--- src/dcache_pkg.sv ---
package dcache_pkg;

    // cache geometry.
    localparam int num_ways   = 4;
    localparam int num_sets   = 128;
    localparam int line_bytes = 64;

    // address and data.
    typedef logic [31:0] addr_t;
    typedef logic [31:0] word_t;

    // address fields: tag 31:13, index 12:6, offset 5:0.
    typedef logic [18:0] tag_t;
    typedef logic [6:0]  index_t;
    typedef logic [5:0]  offset_t;

    // way selection.
    typedef logic [1:0]          way_t;
    typedef logic [num_ways-1:0] way_vec_t;

    typedef logic [line_bytes*8-1:0] line_t;

endpackage

--- src/dcache_if.sv ---
`timescale 1ns/1ns

// set lookup between controller, tag store and victim choice.
interface dcache_set_if;
    dcache_pkg::index_t   index;
    dcache_pkg::tag_t     tag;
    dcache_pkg::way_vec_t valid_vec;
    dcache_pkg::way_vec_t hit_vec;
    logic                 install;
    dcache_pkg::way_t     install_way;
    dcache_pkg::way_t     victim_way;

    modport ctrl (
        output index, tag, install, install_way,
        input  valid_vec, hit_vec, victim_way
    );

    modport tags (
        input  index, tag, install, install_way,
        output valid_vec, hit_vec
    );

    modport victim (
        input  index, valid_vec, install,
        output victim_way
    );
endinterface


--- src/victim_select.sv ---
`timescale 1ns/1ns

module victim_select (
    input logic           clk,
    input logic           rstn,
    dcache_set_if.victim  set
);

    // round-robin pointer per set.
    dcache_pkg::way_t rr_q [dcache_pkg::num_sets];

    logic             set_full;
    dcache_pkg::way_t free_way;

    assign set_full = &set.valid_vec;

    // lowest invalid way wins.
    always_comb begin
        free_way = '0;
        for (int w = dcache_pkg::num_ways - 1; w >= 0; w--) begin
            if (!set.valid_vec[w]) begin
                free_way = dcache_pkg::way_t'(w);
            end
        end
    end

    assign set.victim_way = set_full ? rr_q[set.index] : free_way;

    always_ff @(posedge clk or negedge rstn) begin
        if (!rstn) begin
            for (int s = 0; s < dcache_pkg::num_sets; s++) begin
                rr_q[s] <= '0;
            end
        end else if (set.install && set_full) begin
            rr_q[set.index] <= rr_q[set.index] + 2'd1; // wraps after way 3.
        end
    end

endmodule

--- src/flat_wrapper.sv ---
// flat-port wrapper written by rule: the top's interface ports become plain ports
module victim_select_flat 
  (clk, rstn, set_index, set_valid_vec, set_install, set_victim_way);
  dcache_set_if set_i ();
  input logic clk;
  input logic rstn;
  input wire logic [$bits(set_i.index)-1:0] set_index;
  input wire logic [$bits(set_i.valid_vec)-1:0] set_valid_vec;
  input wire logic [$bits(set_i.install)-1:0] set_install;
  output wire logic [$bits(set_i.victim_way)-1:0] set_victim_way;
  assign set_i.index = set_index;
  assign set_i.valid_vec = set_valid_vec;
  assign set_i.install = set_install;
  assign set_victim_way = set_i.victim_way;
  victim_select u_core (.clk(clk), .rstn(rstn), .set(set_i));
endmodule
--- config.mk ---
export PLATFORM = sky130hd
export DESIGN_NAME = victim_select_flat
export DESIGN_NICKNAME = d
export VERILOG_FILES = /design/src/dcache_pkg.sv /design/src/dcache_if.sv /design/src/victim_select.sv /design/src/flat_wrapper.sv
export SDC_FILE = /design/constraint.sdc
export NUM_CORES = 1
export LEC_CHECK = 0
export BUFFER_PORTS_ARGS = -buffer_cell sky130_fd_sc_hd__clkbuf_2
export CORE_MARGIN = 2
export CORE_UTILIZATION = 45
export CTS_CLUSTER_SIZE = 40
export DETAILED_ROUTE_END_ITERATION = 6
export SYNTH_ARGS = -nofsm -noshare
export SYNTH_HDL_FRONTEND = slang
export SYNTH_SLANG_ARGS = --single-unit
--- constraint.sdc ---
create_clock -name clk -period 3.95 [get_ports clk]
set_input_delay 0.79 -clock clk [delete_from_list [all_inputs] [get_ports clk]]
set_output_delay 0.79 -clock clk [all_outputs]
set_load 0.005 [all_outputs]
==> qor.csv, run 1 <==
stage;metric;value;unit
place;# port buffers;15;
drt;vias;9101;
worst_setup_path;Reg2Reg Depth;11;
clocking;H-tree depth;1;
sta;final period utilization;0.983;
sta;final setup fails;0;
power_and_ir_drop;Int Pwr;0.00463;W
drt;routed wl met2;17100;microns
clocking;clk root buf;clkbuf_16;
power_and_ir_drop;total chip power;0.00612;W
drt;final WL;37400;microns
sta;Final min period;3.88;ns
power_and_ir_drop;Seq pwr share;0.435;
layout;layout cells sized above 1;0.437;
clocking;clock tree sinks;256;
yosys;#FFs+latches synth;256;
clocking;Clock Pin Slew Worst Setup and Hold Paths;0.06;ns
worst_setup_path;crit-path leading delay family;multiplexers;
grt;antenna violations before repair;0;
sta;Max transition margin;0.414;
power_and_ir_drop;switch share;0.244;
worst_setup_path;WS Path Type;in -> out;
clocking;Clock Tree Buf Depth;3;
grt;largest net degree at the start of global routing;129;
place;Post-DP HPWL;26000;microns
layout;P&R area growth vs syn;19.3;%
sta;Clock Skew;0.0136;ns
drt;Via density;5.98;
worst_setup_path;crit path to;set_victim_way[0];
grt;GR Util All Layers;0.263;
floorplanning;# rows;61;
yosys;number of flops mapped to enable cells by yosys;0;
yosys;area leader, netlist;dfrtp_1;
yosys;Async SR Flop Fraction;1.00;
floorplanning;Die W;171;microns
clocking;hold_buf cts;0;
drt;Routed Antenna Nets;0;
layout;max FFs per register;256;
layout;fin util;0.542;
yosys;synthesized instance count;1033;
power_and_ir_drop;P_leak;7.14;nW
yosys;synthesized area;12600;sq um
sta;Hold Violations, Final;0;
yosys;top-count cell post-synth;mux2_2;
yosys;Synth Net Count;1047;
drt;Remaining DRCs;0;
power_and_ir_drop;Combinational Power Share;0.104;
floorplanning;Core Area;27700;sq um
worst_setup_path;WP buf/inv;3;
drt;M1 wire length;16200;microns
clocking;TritonCTS clock tree;done;
worst_setup_path;critical path data required time;3.16;ns
place;placed cell area;13900;sq um
drt;DRT Pass-1 Iters;6;
worst_setup_path;Worst R2R Setup Slack;1.02;ns
worst_setup_path;Worst Setup SP;set_index[2];
yosys;dominant cells by area after synthesis;dfrtp_1 51%, mux2_2 24%, mux4_2 3.6%, nor2_1 3.2%, nand2_1 2.8%;
worst_setup_path;Critical Path Most Common Cell;mux4_2;
drt;WL/cell;24.5;microns
run;max capacitance violation total;0;
place;RD Place Congestion;0.960;
layout;Largest Register;u_core.rr_q;
outcome;status;finished clean;
layout;Antenna diodes;0;
floorplanning;die area;29400;sq um
worst_setup_path;instance count on the critical path;10;
worst_setup_path;worst r2r src;u_core.rr_q[231];
power_and_ir_drop;clock power share;0.461;
worst_setup_path;startpoint types;primary input;
place;dpl cells;1466;
worst_setup_path;CP cell instances;buf_4 -> buf_12 -> mux4_2 -> mux4_2 -> nand2_1 -> nand3_1 -> a31oi_4 -> a21bo_2 -> a21boi_0 -> clkbuf_2;
yosys;Primary FF master, synth;dfrtp_1;
layout;Non-Filler Instances;1522;
yosys;count of cell types in the netlist;60;
yosys;share of Yosys cell area claimed by the top area cell type;0.508;
yosys;register area share after synthesis;0.508;
sta;Fmax;258;MHz
layout;Top Registers;u_core.rr_q (256);
yosys;Synth Area per Inst;12.2;sq um
grt;first-pass GRT wire length;58000;microns
floorplanning;starting density of the core;0.455;
layout;nets;1136;
grt;number of global-route vias before repair;9488;
drt;DR top layer;met4;
sta;unrepaired setup endpoints after global routing;no;
sta;worst-margin pin slew;0.880;ns
power_and_ir_drop;Sw Pwr;0.00149;W
power_and_ir_drop;PD cells;408;nW/um^2
layout;Final Instance Area;15000;sq um
sta;Slew Limit Fails;0;
drt;Starting DRT DRC Count;863;
worst_setup_path;largest fanout on the critical path;21;
worst_setup_path;Worst EP arrival;3.09;ns
drt;met3 WL;2580;microns
clocking;Clock Latency Late Sink;0.55;ns
worst_setup_path;FF-to-FF End;u_core.rr_q[215];
yosys;Yosys warning count;0;
worst_hold_path;Hold Crit Class;in -> async;
power_and_ir_drop;Peak VDD IR;0.350;mV
yosys;top cells by count, synth;273 x mux2_2, 256 x dfrtp_1, 106 x nor2_1, 95 x nand2_1, 35 x clkbuf_1;
worst_setup_path;max incr delay on CP;0.51;ns
worst_setup_path;critical path endpoint category;primary output;
clocking;cts bufs inserted;28;
floorplanning;I/O Pins;16;
floorplanning;die height;171;microns
worst_setup_path;Slowest cell on crit path;mux4_2;
grt;gr ovfl total;0;
[stage by stage]
step           setup TNS (ns)  worst slack, ns  hold WS [ns]
6_report                    0           0.0670         0.297
5_1_grt                     0          0.00444         0.378
4_1_cts                     0         0.000408         0.358
3_5_place_dp           -0.304           -0.126         0.488
3_3_place_gp           -0.266           -0.116         0.483
2_1_floorplan               0            0.296         0.471
[what timing repair did]
item	in CTS	in global routing
endpoints found under the setup margin	2	2
gates cloned	0	1
pin swaps	0	8
endpoints found under the hold margin	0	0
buffers inserted	0	3
resized for setup	5	15
[placed cells by master, fill, tap and decap left out, types with 4 or more instances in the layout]
cell	instances
a221o_1	4
mux2_2	273
nor2b_1	9
a21oi_1	13
nor3_1	10
o21ai_0	6
mux4_2	20
bufinv_16	4
nand2_1	95
clkinv_2	7
inv_1	6
o2bb2ai_1	4
mux2i_1	21
clkbuf_1	4
clkbuf_2	12
buf_12	15
a22o_1	5
a22oi_1	14
a221oi_1	23
a222oi_1	4
buf_4	105
o22ai_1	7
a221oi_2	6
nor2_1	106
nand2b_1	4
dfrtp_1	256
clkbuf_8	8
clkbuf_16	30
nand3_1	11
[power by group through the flow]
stage / clock (W) / combinational [W] / sequential, W
after floorplan: 0 / 0.000287 / 0.00271
after global placement: 0 / 0.000612 / 0.00271
after detailed placement: 0 / 0.000612 / 0.00271
after CTS: 0.00286 / 0.000617 / 0.00266
after global routing: 0.00298 / 0.000683 / 0.00266
final: 0.00282 / 0.000639 / 0.00266
[per-layer routing]
layer / up-vias / track usage
met3: 103 / 0.0486
met4: 0 / 0.0888
met1: 4687 / 0.364
met2: 362 / 0.418
met5: - / 0
li1: 3949 / -
[cell type report]
type	count	area (sq um)
clock buffers	41	851
clock inverters	11	155
fillers	2340	12700
inverters	7	26.3
multi-input cells	693	5900
flip-flops and latches	256	6410
well taps	378	473
repair buffers	136	1210
[cells by family (layout without fill, tap and decap cells)]
| logic type | after synthesis | after routing | share of synthesized area |
|---|---|---|---|
| muxes | 314 | 314 | 0.296 |
| DFF | 256 | 256 | 0.508 |
| xor gates and xnor gates | 1 | 1 | 0.000695 |
| and+or+nand+nor | 257 | 257 | 0.0870 |
| buffers and inverters | 84 | 195 | 0.0314 |
| AOI/OAI and AO/OA | 121 | 121 | 0.0760 |
[how the worst min path moves through the flow]
| stage | start | end | slack, ns | depth (start not counted) |
|---|---|---|---|---|
| global route | rstn | u_core.rr_q[241] | 0.38 | 1 |
| CTS | rstn | u_core.rr_q[239] | 0.36 | 1 |
| detailed placement | u_core.rr_q[50] | u_core.rr_q[50] | 0.49 | 1 |
| finish | rstn | u_core.rr_q[241] | 0.30 | 1 |
| floorplan | u_core.rr_q[60] | u_core.rr_q[60] | 0.47 | 1 |
| global placement | u_core.rr_q[50] | u_core.rr_q[50] | 0.48 | 1 |
(Power assumes the default switching activity.)
==> inputs of run 2 (changes only) <==
--- a/config.mk
+++ b/config.mk
@@ -6,4 +6,5 @@
 export NUM_CORES = 1
 export LEC_CHECK = 0
+export ABC_AREA = 1
 export BUFFER_PORTS_ARGS = -buffer_cell sky130_fd_sc_hd__clkbuf_2
 export CORE_MARGIN = 2
@@ -11,4 +12,5 @@
 export CTS_CLUSTER_SIZE = 40
 export DETAILED_ROUTE_END_ITERATION = 6
+export GPL_ROUTABILITY_DRIVEN = 0
 export SYNTH_ARGS = -nofsm -noshare
 export SYNTH_HDL_FRONTEND = slang
==> constraint.sdc (replaced) <==
create_clock -name clk -period 3.95 [get_ports clk]
set_input_delay 0.395 -clock clk [delete_from_list [all_inputs] [get_ports clk]]
set_output_delay 0.395 -clock clk [all_outputs]
set_load 0.005 [all_outputs]
==> run 2 against run 1 <==
Clock power up 5%. Critical path depth up 5. Worst hold slack better by 0.12 ns. Core utilization down 3.8 points. Largest power group unchanged. Setup slack better by 0.75 ns. Synthesized area is 9.3% higher. Combinational power fell by 34%. Global-route usage shrank 0.32 points.
==> qor.csv, run 2 <==
stage;metric;value;unit
worst_setup_path;largest fanout on the critical path;14;
worst_setup_path;critical path endpoint category;primary output;
clocking;clock tree sinks;256;
worst_setup_path;Critical Path Most Common Cell;nand2_1;
power_and_ir_drop;PD cells;394;nW/um^2
layout;Non-Filler Instances;2502;
clocking;clk root buf;clkbuf_16;
sta;worst-margin pin slew;1.14;ns
clocking;Clock Pin Slew Worst Setup and Hold Paths;0.06;ns
sta;Final min period;3.14;ns
clocking;TritonCTS clock tree;done;
grt;largest net degree at the start of global routing;124;
yosys;synthesized instance count;2101;
yosys;dominant cells by area after synthesis;dfrtp_1 47%, nand2_1 31%, inv_1 6.1%, o21ai_0 4.4%, nor3_1 4.4%;
yosys;share of Yosys cell area claimed by the top area cell type;0.465;
clocking;H-tree depth;1;
layout;Top Registers;u_core.rr_q (256);
worst_setup_path;max incr delay on CP;0.53;ns
power_and_ir_drop;Sw Pwr;0.00149;W
yosys;top cells by count, synth;1145 x nand2_1, 256 x dfrtp_1, 225 x inv_1, 121 x o21ai_0, 120 x nor3_1;
worst_setup_path;critical path data required time;3.56;ns
drt;DRT Pass-1 Iters;5;
power_and_ir_drop;Int Pwr;0.00454;W
drt;vias;12600;
power_and_ir_drop;total chip power;0.00603;W
drt;Via density;5.03;
drt;Starting DRT DRC Count;1091;
worst_setup_path;CP cell instances;clkbuf_2 -> inv_2 -> nor2_2 -> nand3_1 -> nand2_1 -> nor2_1 -> nor2_1 -> nor2_1 -> nand2_1 -> nand2_1 -> nand4_1 -> buf_4 -> nand2_1 -> o21ai_0 -> clkbuf_2;
run;max capacitance violation total;0;
yosys;register area share after synthesis;0.465;
drt;final WL;40200;microns
clocking;cts bufs inserted;30;
place;dpl cells;2447;
grt;GR Util met3;0.0303;
sta;Slew Limit Fails;0;
grt;number of global-route vias before repair;12100;
yosys;count of cell types in the netlist;18;
power_and_ir_drop;P_leak;7.98;nW
layout;max FFs per register;256;
grt;antenna violations before repair;0;
sta;Hold WS;0.413;ns
floorplanning;Die W;179;microns
grt;first-pass GRT wire length;65300;microns
floorplanning;Core Area;30300;sq um
sta;Fmax;319;MHz
power_and_ir_drop;Peak VDD IR;0.365;mV
clocking;hold_buf cts;1;
place;# port buffers;15;
layout;Antenna diodes;0;
clocking;Clock Latency Late Sink;0.57;ns
sta;final setup fails;0;
worst_setup_path;Worst EP arrival;2.74;ns
grt;GR Util All Layers;0.260;
sta;final period utilization;0.794;
worst_setup_path;startpoint types;primary input;
layout;P&R area growth vs syn;11.2;%
layout;layout cells sized above 1;0.0494;
place;Post-DP HPWL;23300;microns
yosys;number of flops mapped to enable cells by yosys;0;
worst_setup_path;WS Path Type;in -> out;
grt;met1 Track Usage GR;0.361;
layout;commonest cells after routing, fill and taps aside;1143 x nand2_1, 256 x dfrtp_1, 224 x inv_1, 121 x o21ai_0, 120 x nor3_1;
layout;Largest Register;u_core.rr_q;
drt;Routed Antenna Nets;0;
floorplanning;die height;179;microns
floorplanning;starting density of the core;0.454;
yosys;#FFs+latches synth;256;
sta;unrepaired setup endpoints after global routing;no;
grt;busiest layer in global routing;met2;
floorplanning;# rows;64;
clocking;Clock Tree Buf Depth;3;
sta;Max transition margin;0.240;
yosys;area leader, netlist;dfrtp_1;
sta;setup_tns;0;ns
floorplanning;I/O Pins;16;
worst_hold_path;Hold Crit Class;in -> async;
yosys;Synth Area per Inst;6.56;sq um
power_and_ir_drop;Seq pwr share;0.440;
floorplanning;die area;32000;sq um
power_and_ir_drop;clock power share;0.490;
clocking;postcts setup bufs;0;
outcome;status;finished clean;
clocking;cts repair resizes;0;
yosys;Yosys warning count;0;
yosys;top-count cell post-synth;nand2_1;
grt;met2 Use GR;0.431;
sta;Clock Skew;0.0122;ns
power_and_ir_drop;Combinational Power Share;0.070;
grt;gr ovfl total;0;
layout;commonest non-fill, non-tap cell in the layout;nand2_1;
yosys;synthesized area;13800;sq um
yosys;Synth Net Count;2115;
worst_setup_path;Slowest cell on crit path;nor2_2;
yosys;Primary FF master, synth;dfrtp_1;
drt;WL/cell;16.0;microns
sta;Hold Violations, Final;0;
layout;nets;2098;
drt;Remaining DRCs;0;
power_and_ir_drop;switch share;0.247;
yosys;Async SR Flop Fraction;1.00;
[run 2: critical path: cells and delay by family]
family	cells	cell delay, ns
and+or+nand+nor	10	1.49
buffers and inverters	4	0.77
AOI/OAI and AO/OA	1	0.09
[run 2: metrics by stage]
step           setup slack (ns)  utilization  area [sq um]
6_report                  0.813        0.505         15300
5_1_grt                   0.558        0.505         15300
4_1_cts                   0.844        0.505         15300
3_5_place_dp              0.804        0.470         14300
3_3_place_gp              0.834        0.470         14300
2_1_floorplan              1.79            -         13800
[run 2: worst paths after layout]
kind | start | endpoint | slack (ns) | cells past startpoint
setup / recovery | set_index[2] | set_victim_way[0] | 0.81 | 15
hold / removal | rstn | u_core.rr_q[203] | 0.41 | 2
setup reg to reg | u_core.rr_q[106] | u_core.rr_q[223] | 1.63 | 15
hold reg to reg | u_core.rr_q[73] | u_core.rr_q[73] | 0.48 | 2
max in group asynchronous | rstn | u_core.rr_q[134] | 2.42 | 3
min in group clk | u_core.rr_q[73] | u_core.rr_q[73] | 0.48 | 2
[run 2: per-layer routing]
metal / wire length [microns] / vias to the layer above
met4: 923 / 0
li1: - / 6308
met5: 0 / -
met1: 18200 / 5842
met2: 18600 / 364
met3: 2500 / 61
[run 2: power groups by stage]
stage	registers, W	logic [W]	clock network, W
2_1_floorplan	0.00270	0.000217	0
3_3_place_gp	0.00270	0.000422	0
3_5_place_dp	0.00270	0.000423	0
4_1_cts	0.00266	0.000426	0.00300
5_1_grt	0.00266	0.000461	0.00311
6_report	0.00266	0.000422	0.00295
[run 2: cell families after synthesis]
| logic type | synth area share |
|---|---|
| and+or+nand+nor | 0.392 |
| buffers and inverters | 0.0933 |
| DFF | 0.465 |
| AOI/OAI and AO/OA | 0.0498 |
[run 2: layout make-up]
type / count / area [sq um]
clock buffer: 45 / 898
clock inverter: 9 / 148
fill: 3020 / 15000
inverter: 232 / 873
multi-input combinational: 1520 / 6100
sequential: 256 / 6410
tap: 396 / 495
timing repair buffer: 44 / 395
==> inputs of run 3 (changes only) <==
clock period = 3.28 ns   (was 3.95 ns; I/O delays follow)
==> run 3 against run 2 <==
Sequential power rose by 20%. Routed wire length rose by 0.95%. Non-clock buffer count rose by 5. Count of clock-buffer cells in the layout rose by 4. Total power rose by 20%. Die area did not move. Clock power rose by 18%. Worst hold slack got worse by 0.099 ns. Combinational power rose by 27%. Critical path depth rose by 2.
==> qor.csv, run 3 (same netlist as run 2, synthesis figures left out) <==
stage;metric;value;unit
outcome;status;finished clean;
sta;Fmax;340;MHz
drt;Starting DRT DRC Count;1044;
place;placed cell area;14400;sq um
grt;met1 Track Usage GR;0.366;
layout;commonest cells after routing, fill and taps aside;1143 x nand2_1, 256 x dfrtp_1, 224 x inv_1, 121 x o21ai_0, 120 x nor3_1;
grt;met2 Use GR;0.421;
clocking;H-tree depth;1;
place;Post-DP HPWL;24200;microns
grt;number of global-route vias before repair;12100;
power_and_ir_drop;total chip power;0.00722;W
layout;Largest Register;u_core.rr_q;
grt;antenna violations before repair;0;
layout;Final Instance Area;15500;sq um
sta;setup_tns;0;ns
layout;Antenna diodes;0;
grt;GR Util met3;0.0344;
worst_setup_path;max incr delay on CP;0.27;ns
floorplanning;# rows;64;
grt;gr ovfl total;0;
run;max capacitance violation total;0;
grt;largest net degree at the start of global routing;93;
drt;Remaining DRCs;0;
worst_setup_path;Slowest cell on crit path;inv_2;
layout;layout cells sized above 1;0.0530;
floorplanning;die area;32000;sq um
drt;Via density;4.98;
place;# port buffers;15;
worst_setup_path;CP cell instances;clkbuf_2 -> buf_4 -> inv_2 -> nor2_2 -> buf_4 -> nand3_1 -> nand2_1 -> nor2_1 -> nor2_1 -> nor2_1 -> nand2_1 -> nand2_1 -> nand4_1 -> buf_12 -> nand2_1 -> o21ai_0 -> clkbuf_2;
floorplanning;Core Area;30300;sq um
drt;vias;12500;
clocking;Clock Tree Buf Depth;3;
sta;final period utilization;0.898;
power_and_ir_drop;P_leak;8.06;nW
clocking;Clock Pin Slew Worst Setup and Hold Paths;0.06;ns
worst_setup_path;startpoint types;primary input;
clocking;Clock Latency Late Sink;0.56;ns
worst_setup_path;critical path endpoint category;primary output;
worst_hold_path;Hold Crit Class;in -> async;
worst_setup_path;WP buf/inv;6;
worst_setup_path;instance count on the critical path;17;
floorplanning;I/O Pins;16;
grt;busiest layer in global routing;met2;
clocking;clock tree sinks;256;
power_and_ir_drop;PD cells;466;nW/um^2
sta;Hold Violations, Final;0;
grt;first-pass GRT wire length;65400;microns
drt;WL/cell;16.2;microns
worst_setup_path;critical path data required time;2.95;ns
sta;Max transition margin;0.200;
drt;DRT Pass-1 Iters;5;
floorplanning;starting density of the core;0.454;
grt;GR Util All Layers;0.261;
drt;final WL;40500;microns
worst_setup_path;WS Path Type;in -> out;
worst_setup_path;Reg2Reg Depth;15;
worst_setup_path;Worst EP arrival;2.62;ns
floorplanning;Die W;179;microns
clocking;clk root buf;clkbuf_16;
sta;Clock Skew;0.00943;ns
clocking;postcts setup bufs;0;
worst_setup_path;Worst R2R Setup Slack;1.03;ns
worst_setup_path;Worst Setup SP;set_index[2];
sta;Final min period;2.94;ns
floorplanning;die height;179;microns
sta;Slew Limit Fails;0;
worst_setup_path;crit path to;set_victim_way[0];
worst_setup_path;largest fanout on the critical path;29;
clocking;TritonCTS clock tree;done;
sta;unrepaired setup endpoints after global routing;no;
sta;final setup fails;0;
power_and_ir_drop;Peak VDD IR;0.377;mV
worst_setup_path;FF-to-FF End;u_core.rr_q[157];
worst_setup_path;Critical Path Most Common Cell;nand2_1;
worst_setup_path;crit-path leading delay family;buffers and inverters;
layout;Top Registers;u_core.rr_q (256);
drt;Routed Antenna Nets;0;
clocking;cts bufs inserted;31;
layout;max FFs per register;256;
layout;P&R area growth vs syn;12.4;%
layout;nets;2104;
sta;worst-margin pin slew;1.20;ns
layout;commonest non-fill, non-tap cell in the layout;nand2_1;
worst_setup_path;worst r2r src;u_core.rr_q[142];
## run 3: repair_timing
action                                  CTS  global route
hold endpoints to repair                 75             0
gates resized for setup                   0             1
endpoints found under the setup margin    0             1
hold buffers                              1             0
## run 3: worst min-delay path by stage
stage	from	end	slack, ns	depth (start not counted)
floorplan	rstn	u_core.rr_q[0]	0.03	0
global placement	rstn	u_core.rr_q[203]	0.35	1
detailed placement	rstn	u_core.rr_q[203]	0.35	1
CTS	rstn	u_core.rr_q[203]	0.35	2
global route	rstn	u_core.rr_q[203]	0.39	2
finish	rstn	u_core.rr_q[203]	0.31	2
## run 3: metal layers
| layer | share of wire | up-vias |
|---|---|---|
| li1 | - | 6316 |
| met1 | 0.46 | 5756 |
| met2 | 0.45 | 350 |
| met3 | 0.056 | 65 |
| met4 | 0.028 | 0 |
| met5 | 0 | - |
## run 3: power breakdown
part           internal [W]  switching, W
clock               0.00213       0.00136
combinational      0.000119      0.000415
sequential          0.00319     0.0000146
total               0.00543       0.00179
## run 3: final cells by class
cell class | count | area, sq um
fillers | 3026 | 14900
flip-flops and latches | 256 | 6410
multi-input cells | 1520 | 6100
clock buffers | 49 | 953
inverters | 232 | 873
repair buffers | 49 | 571
well taps | 396 | 495
clock inverters | 7 | 85.1
## run 3: per-stage QoR
stage | std cells | setup WS, ns | utilization | hold slack [ns]
after detailed placement | 2452 | 0.164 | 0.476 | 0.353
final | 2509 | 0.335 | 0.510 | 0.314
after floorplan | 2101 | 1.20 | - | 0.0324
after CTS | 2509 | 0.167 | 0.510 | 0.354
after global placement | 2452 | 0.220 | 0.476 | 0.349
after global routing | 2509 | 0.179 | 0.510 | 0.390
