[src/dcache_pkg.sv]
package dcache_pkg;

    // cache geometry.
    localparam int num_ways   = 4;
    localparam int num_sets   = 128;
    localparam int line_bytes = 64;

    // address and data.
    typedef logic [31:0] addr_t;
    typedef logic [31:0] word_t;

    // address fields: tag 31:13, index 12:6, offset 5:0.
    typedef logic [18:0] tag_t;
    typedef logic [6:0]  index_t;
    typedef logic [5:0]  offset_t;

    // way selection.
    typedef logic [1:0]          way_t;
    typedef logic [num_ways-1:0] way_vec_t;

    typedef logic [line_bytes*8-1:0] line_t;

endpackage

[src/dcache_if.sv]
`timescale 1ns/1ns

// set lookup between controller, tag store and victim choice.
interface dcache_set_if;
    dcache_pkg::index_t   index;
    dcache_pkg::tag_t     tag;
    dcache_pkg::way_vec_t valid_vec;
    dcache_pkg::way_vec_t hit_vec;
    logic                 install;
    dcache_pkg::way_t     install_way;
    dcache_pkg::way_t     victim_way;

    modport ctrl (
        output index, tag, install, install_way,
        input  valid_vec, hit_vec, victim_way
    );

    modport tags (
        input  index, tag, install, install_way,
        output valid_vec, hit_vec
    );

    modport victim (
        input  index, valid_vec, install,
        output victim_way
    );
endinterface

// line data access between controller and data store.
interface dcache_data_if;
    dcache_pkg::index_t  index;
    dcache_pkg::way_t    way;
    dcache_pkg::offset_t offset;
    dcache_pkg::word_t   rd_word;
    logic                wr_en;
    logic                store_size; // 1: byte, 0: halfword.
    dcache_pkg::word_t   wdata;
    logic                clear;

    modport ctrl (
        output index, way, offset, wr_en, store_size, wdata, clear,
        input  rd_word
    );

    modport store (
        input  index, way, offset, wr_en, store_size, wdata, clear,
        output rd_word
    );
endinterface

[src/dcache_ctrl.sv]
`timescale 1ns/1ns

module dcache_ctrl (
    input  logic               clk,
    input  logic               rstn,
    input  dcache_pkg::addr_t  addr,
    input  dcache_pkg::word_t  wdata,
    input  logic               mem_read,
    input  logic               mem_write,
    input  logic               store_size,
    input  logic               from_lsq,
    output dcache_pkg::word_t  lw_data,
    output logic               cache_miss,
    dcache_set_if.ctrl         set,
    dcache_data_if.ctrl        dat
);

    dcache_pkg::tag_t    req_tag;
    dcache_pkg::index_t  req_index;
    dcache_pkg::offset_t req_offset;

    logic             hit;
    dcache_pkg::way_t hit_way;
    logic             do_read;
    logic             do_write;

    assign req_tag    = addr[31:13];
    assign req_index  = addr[12:6];
    assign req_offset = addr[5:0];

    assign do_read  = mem_read;
    assign do_write = mem_write && !mem_read; // read wins.

    assign hit = |set.hit_vec;

    // one-hot hit to way number.
    always_comb begin
        hit_way = '0;
        for (int w = 0; w < dcache_pkg::num_ways; w++) begin
            if (set.hit_vec[w]) begin
                hit_way = dcache_pkg::way_t'(w);
            end
        end
    end

    assign set.index       = req_index;
    assign set.tag         = req_tag;
    assign set.install     = do_write && !hit;
    assign set.install_way = set.victim_way;

    // write miss goes to the victim, cleared.
    assign dat.index      = req_index;
    assign dat.offset     = req_offset;
    assign dat.way        = hit ? hit_way : set.victim_way;
    assign dat.wr_en      = do_write;
    assign dat.clear      = do_write && !hit;
    assign dat.store_size = store_size;
    assign dat.wdata      = wdata;

    // response register, held on idle cycles.
    always_ff @(posedge clk or negedge rstn) begin
        if (!rstn) begin
            lw_data    <= '0;
            cache_miss <= 1'b0;
        end else if (do_read || do_write) begin
            if (from_lsq) begin
                lw_data    <= '0; // served by the LSQ.
                cache_miss <= 1'b0;
            end else if (do_read) begin
                lw_data    <= hit ? dat.rd_word : '0;
                cache_miss <= !hit;
            end else begin
                lw_data    <= '0;
                cache_miss <= !hit;
            end
        end
    end

    a_no_install_on_hit: assert property (
        @(posedge clk) disable iff (!rstn)
        !(set.install && |set.hit_vec)
    ) else $error("dcache_ctrl: install issued on a hit");

    a_miss_zero_data: assert property (
        @(posedge clk) disable iff (!rstn)
        cache_miss |-> (lw_data == '0)
    ) else $error("dcache_ctrl: nonzero data reported with a miss");

endmodule

[src/flat_wrapper.sv]
// flat-port wrapper written by rule: the top's interface ports become plain ports
module dcache_ctrl_flat 
  (clk, rstn, addr, wdata, mem_read, mem_write, store_size, from_lsq, lw_data, cache_miss, set_index, set_tag, set_install, set_install_way, set_valid_vec, set_hit_vec, set_victim_way, dat_index, dat_way, dat_offset, dat_wr_en, dat_store_size, dat_wdata, dat_clear, dat_rd_word);
  dcache_set_if set_i ();
  dcache_data_if dat_i ();
  input  logic clk;
  input  logic rstn;
  input  dcache_pkg::addr_t addr;
  input  dcache_pkg::word_t wdata;
  input  logic mem_read;
  input  logic mem_write;
  input  logic store_size;
  input  logic from_lsq;
  output dcache_pkg::word_t lw_data;
  output logic cache_miss;
  output wire logic [$bits(set_i.index)-1:0] set_index;
  output wire logic [$bits(set_i.tag)-1:0] set_tag;
  output wire logic [$bits(set_i.install)-1:0] set_install;
  output wire logic [$bits(set_i.install_way)-1:0] set_install_way;
  input wire logic [$bits(set_i.valid_vec)-1:0] set_valid_vec;
  input wire logic [$bits(set_i.hit_vec)-1:0] set_hit_vec;
  input wire logic [$bits(set_i.victim_way)-1:0] set_victim_way;
  output wire logic [$bits(dat_i.index)-1:0] dat_index;
  output wire logic [$bits(dat_i.way)-1:0] dat_way;
  output wire logic [$bits(dat_i.offset)-1:0] dat_offset;
  output wire logic [$bits(dat_i.wr_en)-1:0] dat_wr_en;
  output wire logic [$bits(dat_i.store_size)-1:0] dat_store_size;
  output wire logic [$bits(dat_i.wdata)-1:0] dat_wdata;
  output wire logic [$bits(dat_i.clear)-1:0] dat_clear;
  input wire logic [$bits(dat_i.rd_word)-1:0] dat_rd_word;
  assign set_index = set_i.index;
  assign set_tag = set_i.tag;
  assign set_install = set_i.install;
  assign set_install_way = set_i.install_way;
  assign set_i.valid_vec = set_valid_vec;
  assign set_i.hit_vec = set_hit_vec;
  assign set_i.victim_way = set_victim_way;
  assign dat_index = dat_i.index;
  assign dat_way = dat_i.way;
  assign dat_offset = dat_i.offset;
  assign dat_wr_en = dat_i.wr_en;
  assign dat_store_size = dat_i.store_size;
  assign dat_wdata = dat_i.wdata;
  assign dat_clear = dat_i.clear;
  assign dat_i.rd_word = dat_rd_word;
  dcache_ctrl u_core (.clk(clk), .rstn(rstn), .addr(addr), .wdata(wdata), .mem_read(mem_read), .mem_write(mem_write), .store_size(store_size), .from_lsq(from_lsq), .lw_data(lw_data), .cache_miss(cache_miss), .set(set_i), .dat(dat_i));
endmodule
[config.mk]
export PLATFORM = sky130hd
export DESIGN_NAME = dcache_ctrl_flat
export DESIGN_NICKNAME = d
export VERILOG_FILES = /design/src/dcache_pkg.sv /design/src/dcache_if.sv /design/src/dcache_ctrl.sv /design/src/flat_wrapper.sv
export SDC_FILE = /design/constraint.sdc
export NUM_CORES = 1
export LEC_CHECK = 0
export BUFFER_PORTS_ARGS = -buffer_cell sky130_fd_sc_hd__clkbuf_2
export CAP_MARGIN = 30
export CORE_AREA = 2 2 87 89
export DETAILED_ROUTE_END_ITERATION = 8
export DIE_AREA = 0 0 89 91
export PLACE_DENSITY = 0.75
export SYNTH_ARGS = -nofsm -noshare
export SYNTH_HDL_FRONTEND = slang
export SYNTH_SLANG_ARGS = --single-unit
[constraint.sdc]
create_clock -name clk -period 2.25 [get_ports clk]
set_input_delay 0.1125 -clock clk [delete_from_list [all_inputs] [get_ports clk]]
set_output_delay 0.1125 -clock clk [all_outputs]
set_load 0.01 [all_outputs]
==> reports/qor.yml, run 1 <==
synthesis:
  syn_inst: 159
  ys.flop_type: "dfrtp_1"
  synth_cell_types: 18
  synth_edf_count: 0
  synth_top_area_share_pct: 45.30
  synth_warnings: 0
  avgSynthCellArea_um2: 11.47
  synth_area_leaders: "dfrtp_1 (45%), buf_4 (31%), a22o_1 (14%)"
  synth_top_cell_by_area: "dfrtp_1"
  yosysMostFrequentCell: "buf_4"
  synth_area_um2: 1823
  ys_top_cells_by_count: "buf_4 (76), dfrtp_1 (33), a22o_1 (30)"
  yosysSeqAreaShare_pct: 45.30
  postSynthNetCount: 271
  ys_ff_latch: 33
  synthArstFlopShare_pct: 100.0
finish:
  n_fill_cell: 771
  nets: 281
  drive_gt1_share_pct: 55.88
  design_area_um2: 1864
  finish.utilization_pct: 26.12
  antenna_cells: 0
  multi_input_area_um2: 359.1
  areaGrowthSynthToFinish_pct: 2.265
  seq_area_um2: 825.8
worst_setup_path:
  cp_slowest_cell: "or4_4"
  required_ns: 2.14
  cp_common_cell: "clkbuf_2"
  path_cells: "clkbuf_2 > or4_4 > nor3b_1 > clkbuf_2"
  critPathMaxFanout: 3
  r2r_cells: 1
  slowest_delay_ns: 0.56
  start_kind: "primary input"
  crit_type: "primary input to output port"
  endpoint_kind: "output port"
  cp.arrival_ns: 1.27
detailed_routing:
  drtIter0Drc: 26
  first_pass_iters: 4
  num_vias: 1147
  wirelength_um: 3688
  drtAntennaViolNets: 0
  drcViolationCount: 0
  wl_per_cell_um: 13.71
  via_per_inst: 4.264
floorplan:
  core_area_um2: 7137
  fp.dieW_um: 89
  pin_count: 224
  dieArea_um2: 8099
  rows: 31
  start_util_pct: 25.54
  die_h_um: 91
grt:
  grt_overflow_total: 0
  antenna_found_initial: 0
  grt_pass1_wl_um: 5175
  grt_max_degree: 34
  track_usage_pct: 8.439
  grt_pass1_vias: 1094
clock_tree:
  cts_setup_buffers: 0
  clk_latency_ns: 0.28
  root_buffer: "clkbuf_8"
  clk_path_buf_depth: 2
  clkSinkCount: 33
  cts.clk_slew.worst_paths_ns: 0.07
  htree_levels: 2
  cts_tree: "done"
  cts_buffers: 5
sta:
  fmax_mhz: 722.1
  slew_headroom_pct: 46.21
  fin_crit_sh_pct: 61.55
  hold_viol_final: 0
  tns_ns: 0
  clock_skew_ns: 0
  setup_violations: 0
  slew_viol_final: 0
  rsz0062_at_grt: "no"
  setup_slack_ns: 0.8651
  layout_min_cycle_time_ns: 1.385
  worstMarginPinSlew_ns: 0.8068
hold_path:
  hold_class: "primary input to register"
  min_path_cells: 2
placement:
  hpwl_um: 2796
  gp_congestion: 0.6352
  portBuffers: 82
  place_area_um2: 1738
  pre_cts_ws_ns: 0.6561
power:
  combPwrFrac_pct: 12.4
  p_sw_share_pct: 22.48
  power_switching_uw: 310.1
  internal_power_mw: 1.069
  peakVddDrop_v: 0.0002843
  power_leakage_nw: 1.020
  p_per_area_nw_per_um2: 739.7
  power_frac_seq_pct: 46.7
  power_mw: 1.379
  pwr-share-clk_pct: 40.9
run:
  maxCapViolCount: 0
status:
  outcome: "complete, no violations"
layer usage:
metal	GRT usage (%)	vias up	wire, um
li1	-	495	-
met1	7.343	538	1289
met2	14.37	79	1732
met3	4.000	35	468
met4	6.592	0	197
met5	0	-	0
timing repair:
item | in CTS | in global routing
gates resized for setup | 0 | 0
hold endpoints to repair | 33 | 0
hold buffers | 1 | 0
cell type report:
cell class	count	area share, %
Sequential cell	33	44.30
Multi-Input combinational cell	43	19.26
Clock inverter	1	1.611
Clock buffer	7	4.631
Inverter	1	0.2013
Tap cell	99	6.644
Timing Repair Buffer	85	23.36
metrics by stage:
stage / std cells / hold WS (ns)
global placement: 260 / 0.2251
CTS: 269 / 0.01429
detailed placement: 260 / 0.2251
floorplan: 159 / -0.1831
global route: 269 / 0.02078
finish: 269 / 0.02323
sequential cells by signal, summed over array words and instances, names as in the netlist:
signal,flops
u_core.lw_data,32
u_core.cache_miss,1
power groups by stage:
stage          sequential, mW  combinational, mW  clock (mW)
6_report                0.644              0.171       0.564
5_1_grt                 0.647              0.191       0.604
4_1_cts                 0.644              0.176       0.587
3_5_place_dp            0.655              0.173           0
3_3_place_gp            0.653              0.171           0
2_1_floorplan           0.670              0.199           0
path summary, 6_finish.rpt:
| check | startpoint | to | slack [ns] |
|---|---|---|---|
| setup / recovery | set_hit_vec[1] | dat_clear | 0.87 |
| hold / removal | from_lsq | u_core.cache_miss | 0.02 |
| setup reg to reg | u_core.lw_data[15] | u_core.lw_data[15] | 1.52 |
| hold reg to reg | u_core.cache_miss | u_core.cache_miss | 0.50 |
| max in group asynchronous | rstn | u_core.lw_data[29] | 1.28 |
| min in group asynchronous | rstn | u_core.lw_data[10] | 0.46 |
kinds of logic after synthesis:
logic type             share of synthesized area (%)
AO/OA/AOI/OAI                                  17.09
buffers and inverters                          35.14
AND/OR/NAND/NOR                                2.471
flip-flops                                     45.30
cell usage in the layout (no fill, tap or decap):
| master | instances |
|---|---|
| a211o_1 | 1 |
| a21oi_1 | 1 |
| a22o_1 | 30 |
| a22o_2 | 2 |
| and3b_1 | 1 |
| buf_4 | 2 |
| bufinv_16 | 1 |
| clkbuf_1 | 1 |
| clkbuf_2 | 82 |
| clkbuf_8 | 6 |
| dfrtp_1 | 33 |
| dlygate4sd3_1 | 1 |
| inv_1 | 1 |
| nand2_1 | 1 |
| nor2_1 | 1 |
| nor2_2 | 1 |
| nor2b_1 | 1 |
| nor3b_1 | 1 |
| o21bai_1 | 1 |
| o31ai_1 | 1 |
| or4_4 | 1 |
critical path, delay by kind of cell:
family	cells	cell delay (ns)
buf+inv	2	0.30
simple gates	2	0.86
No activity file was read; power rests on OpenSTA's default activity.
==> inputs of run 2 (changes only) <==
==> constraint.sdc (replaced) <==
create_clock -name clk -period 1.3 [get_ports clk]
set_input_delay 0.065 -clock clk [delete_from_list [all_inputs] [get_ports clk]]
set_output_delay 0.065 -clock clk [all_outputs]
set_load 0.01 [all_outputs]
==> run 2 against run 1 <==
  * Worst hold slack got worse by 0.0088 ns
  * Sequential power increased by 74%
  * Core utilization increased by 3.7 points
  * Critical endpoint is now set_install
  * Highest routed layer unchanged
==> reports/qor.yml, run 2 (same netlist as run 1, synthesis figures left out) <==
finish:
  areaGrowthSynthToFinish_pct: 16.61
  n_fill_cell: 769  # -0.26%
  finish.utilization_pct: 29.79  # +3.7 points
  largest_reg_flops: 32  # unchanged
  antenna_cells: 0  # unchanged
  final_common_cell: "clkbuf_2"
  design_area_um2: 2126  # +14%
  nets: 308  # +9.6%
  largest_register: "u_core.lw_data"
  drive_gt1_share_pct: 52.28  # -3.6 points
  final_cell_mix: "clkbuf_2 (82), dfrtp_1 (33), a22o_1 (30), dlygate4sd3_1 (21), buf_4 (6)"
  reg.largest.list: "u_core.lw_data: 32 flops, u_core.cache_miss: 1 flops"
sta:
  slew_viol_final: 0  # unchanged
  fin_crit_sh_pct: 95.83
  worstMarginPinSlew_ns: 0.2916  # -0.5152 ns
  rsz0062_at_grt: "no"
  layout_min_cycle_time_ns: 1.246
  clock_skew_ns: 0  # unchanged
  fmax_mhz: 802.7
  setup_violations: 0  # unchanged
  timing.hold.ws_ns: 0.01444  # -0.008786 ns
  slew_headroom_pct: 80.56  # +34 points
  hold_viol_final: 0  # unchanged
worst_setup_path:
  required_ns: 1.24  # -0.90 ns
  start_kind: "primary input"
  endpoint_kind: "output port"
  cp.arrival_ns: 1.18  # -0.09 ns
  crit_type: "primary input to output port"
  critPathMaxFanout: 2  # -1
  r2r_cells: 1  # unchanged
floorplan:
  start_util_pct: 25.54  # unchanged
  rows: 31  # unchanged
  core_area_um2: 7137  # unchanged
  fp.dieW_um: 89  # unchanged
  dieArea_um2: 8099  # unchanged
  pin_count: 224  # unchanged
  die_h_um: 91  # unchanged
placement:
  place_area_um2: 1828  # +5.2%
  portBuffers: 82  # unchanged
  hpwl_um: 2697  # -3.5%
  gp_congestion: 0.7093  # +12%
grt:
  gr-max-usage-layer: "met2"
  grt_pass1_vias: 1140  # +4.2%
  track_usage_pct: 8.875  # +0.44 points
  use_met2_pct: 13.56  # -0.81 points
  grt_use_met3_pct: 3.818  # -0.18 points
  grt_max_degree: 35  # +2.9%
  grt_pass1_wl_um: 5499  # +6.3%
  antenna_found_initial: 0  # unchanged
  grt_overflow_total: 0  # unchanged
  met1_usage_pct: 9.513  # +2.2 points
clock_tree:
  cts_buffers: 5  # unchanged
  clk_latency_ns: 0.28  # about the same
  cts_tree: "done"
  root_buffer: "clkbuf_8"
  htree_levels: 2  # unchanged
  cts_setup_buffers: 0  # unchanged
  cts.clk_slew.worst_paths_ns: 0.07  # about the same
  clkSinkCount: 33  # unchanged
  clk_path_buf_depth: 2  # unchanged
detailed_routing:
  drtAntennaViolNets: 0  # unchanged
  num_vias: 1214  # +5.8%
  first_pass_iters: 4  # unchanged
  drcViolationCount: 0  # unchanged
  drtIter0Drc: 23  # -12%
  wl_per_cell_um: 13.27  # -3.2%
  wirelength_um: 3928  # +6.5%
  via_per_inst: 4.101  # -3.8%
power:
  peakVddDrop_v: 0.0002742  # -3.6%
  p_per_area_nw_per_um2: 1047  # +42%
  power_mw: 2.226  # +61%
  power_leakage_nw: 1.137  # +11%
run:
  maxCapViolCount: 0  # unchanged
hold_path:
  hold_class: "primary input to register"
  min_path_cells: 2  # unchanged
status:
  outcome: "complete, no violations"
-- run 2: worst max-delay path, stage by stage --
cell	delay, ns
clkbuf_2	0.09
or4_4	0.52
buf_4	0.15
nor3b_2	0.19
clkbuf_2	0.16
-- run 2: area by class of cell --
| class | count | area (um^2) | area share, % |
|---|---|---|---|
| flip-flops and latches | 33 | 825.8 | 38.85 |
| multi-input cells | 43 | 364.1 | 17.13 |
| clock buffers | 6 | 72.57 | 3.414 |
| clock inverters | 2 | 10.01 | 0.4709 |
| well taps | 99 | 123.9 | 5.827 |
| repair buffers | 112 | 725.7 | 34.14 |
| inverters | 1 | 3.754 | 0.1766 |
-- run 2: where the power goes --
| part | switching [mW] | total [mW] | internal, mW |
|---|---|---|---|
| registers | 0.0315 | 1.12 | 1.08 |
| clock network | 0.364 | 0.735 | 0.371 |
| logic | 0.170 | 0.376 | 0.206 |
-- run 2: path summary, 6_finish.rpt --
path                                    start                  to  slack (ns)
hold / removal                dat_rd_word[15]  u_core.lw_data[15]        0.01
max in group asynchronous                rstn   u_core.lw_data[9]        0.66
hold reg to reg             u_core.cache_miss   u_core.cache_miss        0.50
setup / recovery               set_hit_vec[1]         set_install        0.05
setup reg to reg           u_core.lw_data[19]  u_core.lw_data[19]        0.56
min in group asynchronous                rstn  u_core.lw_data[26]        0.21
-- run 2: repair_timing --
item                       in CTS  in global routing
hold endpoints to repair       49                  4
setup endpoints to repair       2                  0
gates resized for setup         1                  0
hold buffers                   17                  4
-- run 2: routing by layer --
| metal | wire (um) | vias to the layer above |
|---|---|---|
| li1 | - | 544 |
| met1 | 1594 | 567 |
| met2 | 1828 | 75 |
| met3 | 392 | 28 |
| met4 | 112 | 0 |
| met5 | 0 | - |
-- run 2: per-stage QoR --
stage,instances,TNS (ns),worst slack (ns)
after floorplan,159,-0.09165,-0.003062
after global placement,267,-2.078,-0.09034
after detailed placement,267,-3.137,-0.1324
after CTS,292,0,0.05090
after global routing,296,0,0.02223
final,296,0,0.05425
==> inputs of run 3 (changes only) <==
==> constraint.sdc (replaced) <==
create_clock -name clk -period 1.3 [get_ports clk]
set_input_delay 0.065 -clock clk [delete_from_list [all_inputs] [get_ports clk]]
set_output_delay 0.065 -clock clk [all_outputs]
set_load 0.02 [all_outputs]
==> run 3 against run 2 <==
  * Clock skew is the same
  * Highest routed layer unchanged
  * Core utilization shrank 2.1 points
  * Clock-buffer cell count is the same
  * Critical endpoint unchanged
  * Clock power shrank 3.4%
  * Non-clock buffer count shrank 15
  * Global-route usage grew 0.44 points
  * Fmax grew 5.4%
==> reports/qor.yml, run 3 (same netlist as run 1, synthesis figures left out) <==
hold_path:
  min_path_cells: 2  # unchanged
  hold_class: "primary input to register"
  hold_path_startpoint: "dat_rd_word[16]"
  min_to: "u_core.lw_data[16]"
worst_setup_path:
  crit_type: "primary input to output port"
  critical_path_buf_inv_count: 2  # -1
  start_kind: "primary input"
  endpoint_kind: "output port"
  cp.depth: 4  # -1
  worstReg2RegEnd: "u_core.lw_data[12]"
  cp_slowest_cell: "or4_4"
  critical_path.top_delay_family: "simple AND/OR/NAND/NOR gates"
  rrSetupSlack_ns: 0.57  # about the same
  slowest_delay_ns: 0.56  # +0.04 ns
  cp.arrival_ns: 1.12  # -0.06 ns
  worst_r2r_startpoint: "u_core.lw_data[12]"
  path_cells: "clkbuf_2 > or4_4 > nor3b_2 > buf_4"
  critPathMaxFanout: 3  # +1
  worst_setup_path_startpoint: "set_hit_vec[1]"
  r2r_cells: 1  # unchanged
  required_ns: 1.24  # about the same
floorplan:
  fp.dieW_um: 89  # unchanged
  dieArea_um2: 8099  # unchanged
  die_h_um: 91  # unchanged
  start_util_pct: 25.54  # unchanged
  core_area_um2: 7137  # unchanged
  pin_count: 224  # unchanged
  rows: 31  # unchanged
sta:
  tns_ns: 0  # unchanged
  setup_violations: 0  # unchanged
  rsz0062_at_grt: "no"
  slew_viol_final: 0  # unchanged
  layout_min_cycle_time_ns: 1.182  # -0.06380 ns
  worstMarginPinSlew_ns: 0.4089  # +0.1173 ns
  slew_headroom_pct: 72.74  # -7.8 points
  fin_crit_sh_pct: 90.92  # -4.9 points
  clock_skew_ns: 0  # unchanged
  hold_viol_final: 0  # unchanged
  fmax_mhz: 846.1  # +5.4%
detailed_routing:
  drtIter0Drc: 35  # +52%
  num_vias: 1180  # -2.8%
  drtAntennaViolNets: 0  # unchanged
  first_pass_iters: 5  # +1
  via_per_inst: 4.199  # +2.4%
  wirelength_um: 4123  # +5.0%
  drcViolationCount: 0  # unchanged
  wl_per_cell_um: 14.67  # +11%
grt:
  grt_overflow_total: 0  # unchanged
  grt_pass1_vias: 1156  # +1.4%
  grt_pass1_wl_um: 5775  # +5.0%
  grt_max_degree: 35  # unchanged
  track_usage_pct: 9.319  # +0.44 points
  antenna_found_initial: 0  # unchanged
placement:
  gp_congestion: 0.6812  # -4.0%
  place_area_um2: 1805  # -1.2%
  portBuffers: 82  # unchanged
  hpwl_um: 3149  # +17%
  place_inst: 265  # -0.75%
finish:
  areaGrowthSynthToFinish_pct: 8.373
  nets: 293  # -4.9%
  final_common_cell: "clkbuf_2"
  drive_gt1_share_pct: 54.95  # +2.7 points
  design_area_um2: 1976  # -7.1%
  reg.largest.list: "u_core.lw_data: 32 flops, u_core.cache_miss: 1 flops"
  antenna_cells: 0  # unchanged
  largest_reg_flops: 32  # unchanged
  finish.utilization_pct: 27.68  # -2.1 points
  final_cell_mix: "clkbuf_2 (80), dfrtp_1 (33), a22o_1 (30), dlygate4sd3_1 (9), buf_4 (6)"
  n_fill_cell: 768  # -0.13%
  largest_register: "u_core.lw_data"
  layout.cells.non_filler: 281  # -5.1%
status:
  outcome: "complete, no violations"
clock_tree:
  root_buffer: "clkbuf_8"
  clkSinkCount: 33  # unchanged
  cts_buffers: 5  # unchanged
  clk_path_buf_depth: 2  # unchanged
  cts.clk_slew.worst_paths_ns: 0.07  # about the same
  htree_levels: 2  # unchanged
  cts_tree: "done"
  clk_latency_ns: 0.27  # about the same
power:
  peakVddDrop_v: 0.0003168  # +16%
  power_leakage_nw: 1.070  # -5.9%
  power_mw: 2.217  # -0.37%
  p_per_area_nw_per_um2: 1122  # +7.2%
run:
  maxCapViolCount: 0  # unchanged
run 3: changes by cell type in the layout (fill, tap and decap cells not counted):
cell	before	now
dlygate4sd3_1	21	9
buf_12	3	2
clkbuf_2	82	80
run 3: per-layer routing:
layer  track usage [%]  routed length [um]
met1             9.014                1431
met2             15.98                2051
met3             3.909                 457
met4             5.721                 183
met5                 0                   0
run 3: how the worst max path moves through the flow:
stage	endpoint	slack, ns
finish	set_install	0.12
global route	dat_clear	0.08
CTS	set_install	0.003
detailed placement	u_core.lw_data[9]	-0.12
global placement	u_core.lw_data[18]	-0.1
floorplan	u_core.lw_data[20]	-0.01
run 3: through the flow:
step / hold slack, ns / setup WS (ns)
after CTS: 0.001206 / 0.003458
after global placement: 0.1059 / -0.09866
after global routing: 0.007579 / 0.07767
final: 0.01025 / 0.1180
after floorplan: -0.2306 / -0.01170
after detailed placement: 0.1143 / -0.1185
run 3: where the power goes:
group          switching, mW  leakage (nW)  internal (mW)
sequential            0.0331         0.441           1.08
combinational          0.215         0.584          0.175
clock                  0.340        0.0450          0.370
run 3: timing repair:
item	4_1_cts	5_1_grt
buffers inserted	0	0
endpoints found under the setup margin	2	2
hold buffers	6	3
pin swaps	1	1
gates resized for setup	1	3
endpoints found under the hold margin	38	3
run 3: final cells by class:
| type | count | area (um^2) | share of cell area [%] |
|---|---|---|---|
| Sequential cell | 33 | 825.8 | 41.80 |
| Timing Repair Buffer | 97 | 575.6 | 29.13 |
| Multi-Input combinational cell | 43 | 364.1 | 18.43 |
| Tap cell | 99 | 123.9 | 6.270 |
| Clock buffer | 6 | 72.57 | 3.673 |
| Clock inverter | 2 | 10.01 | 0.5067 |
| Inverter | 1 | 3.754 | 0.1900 |
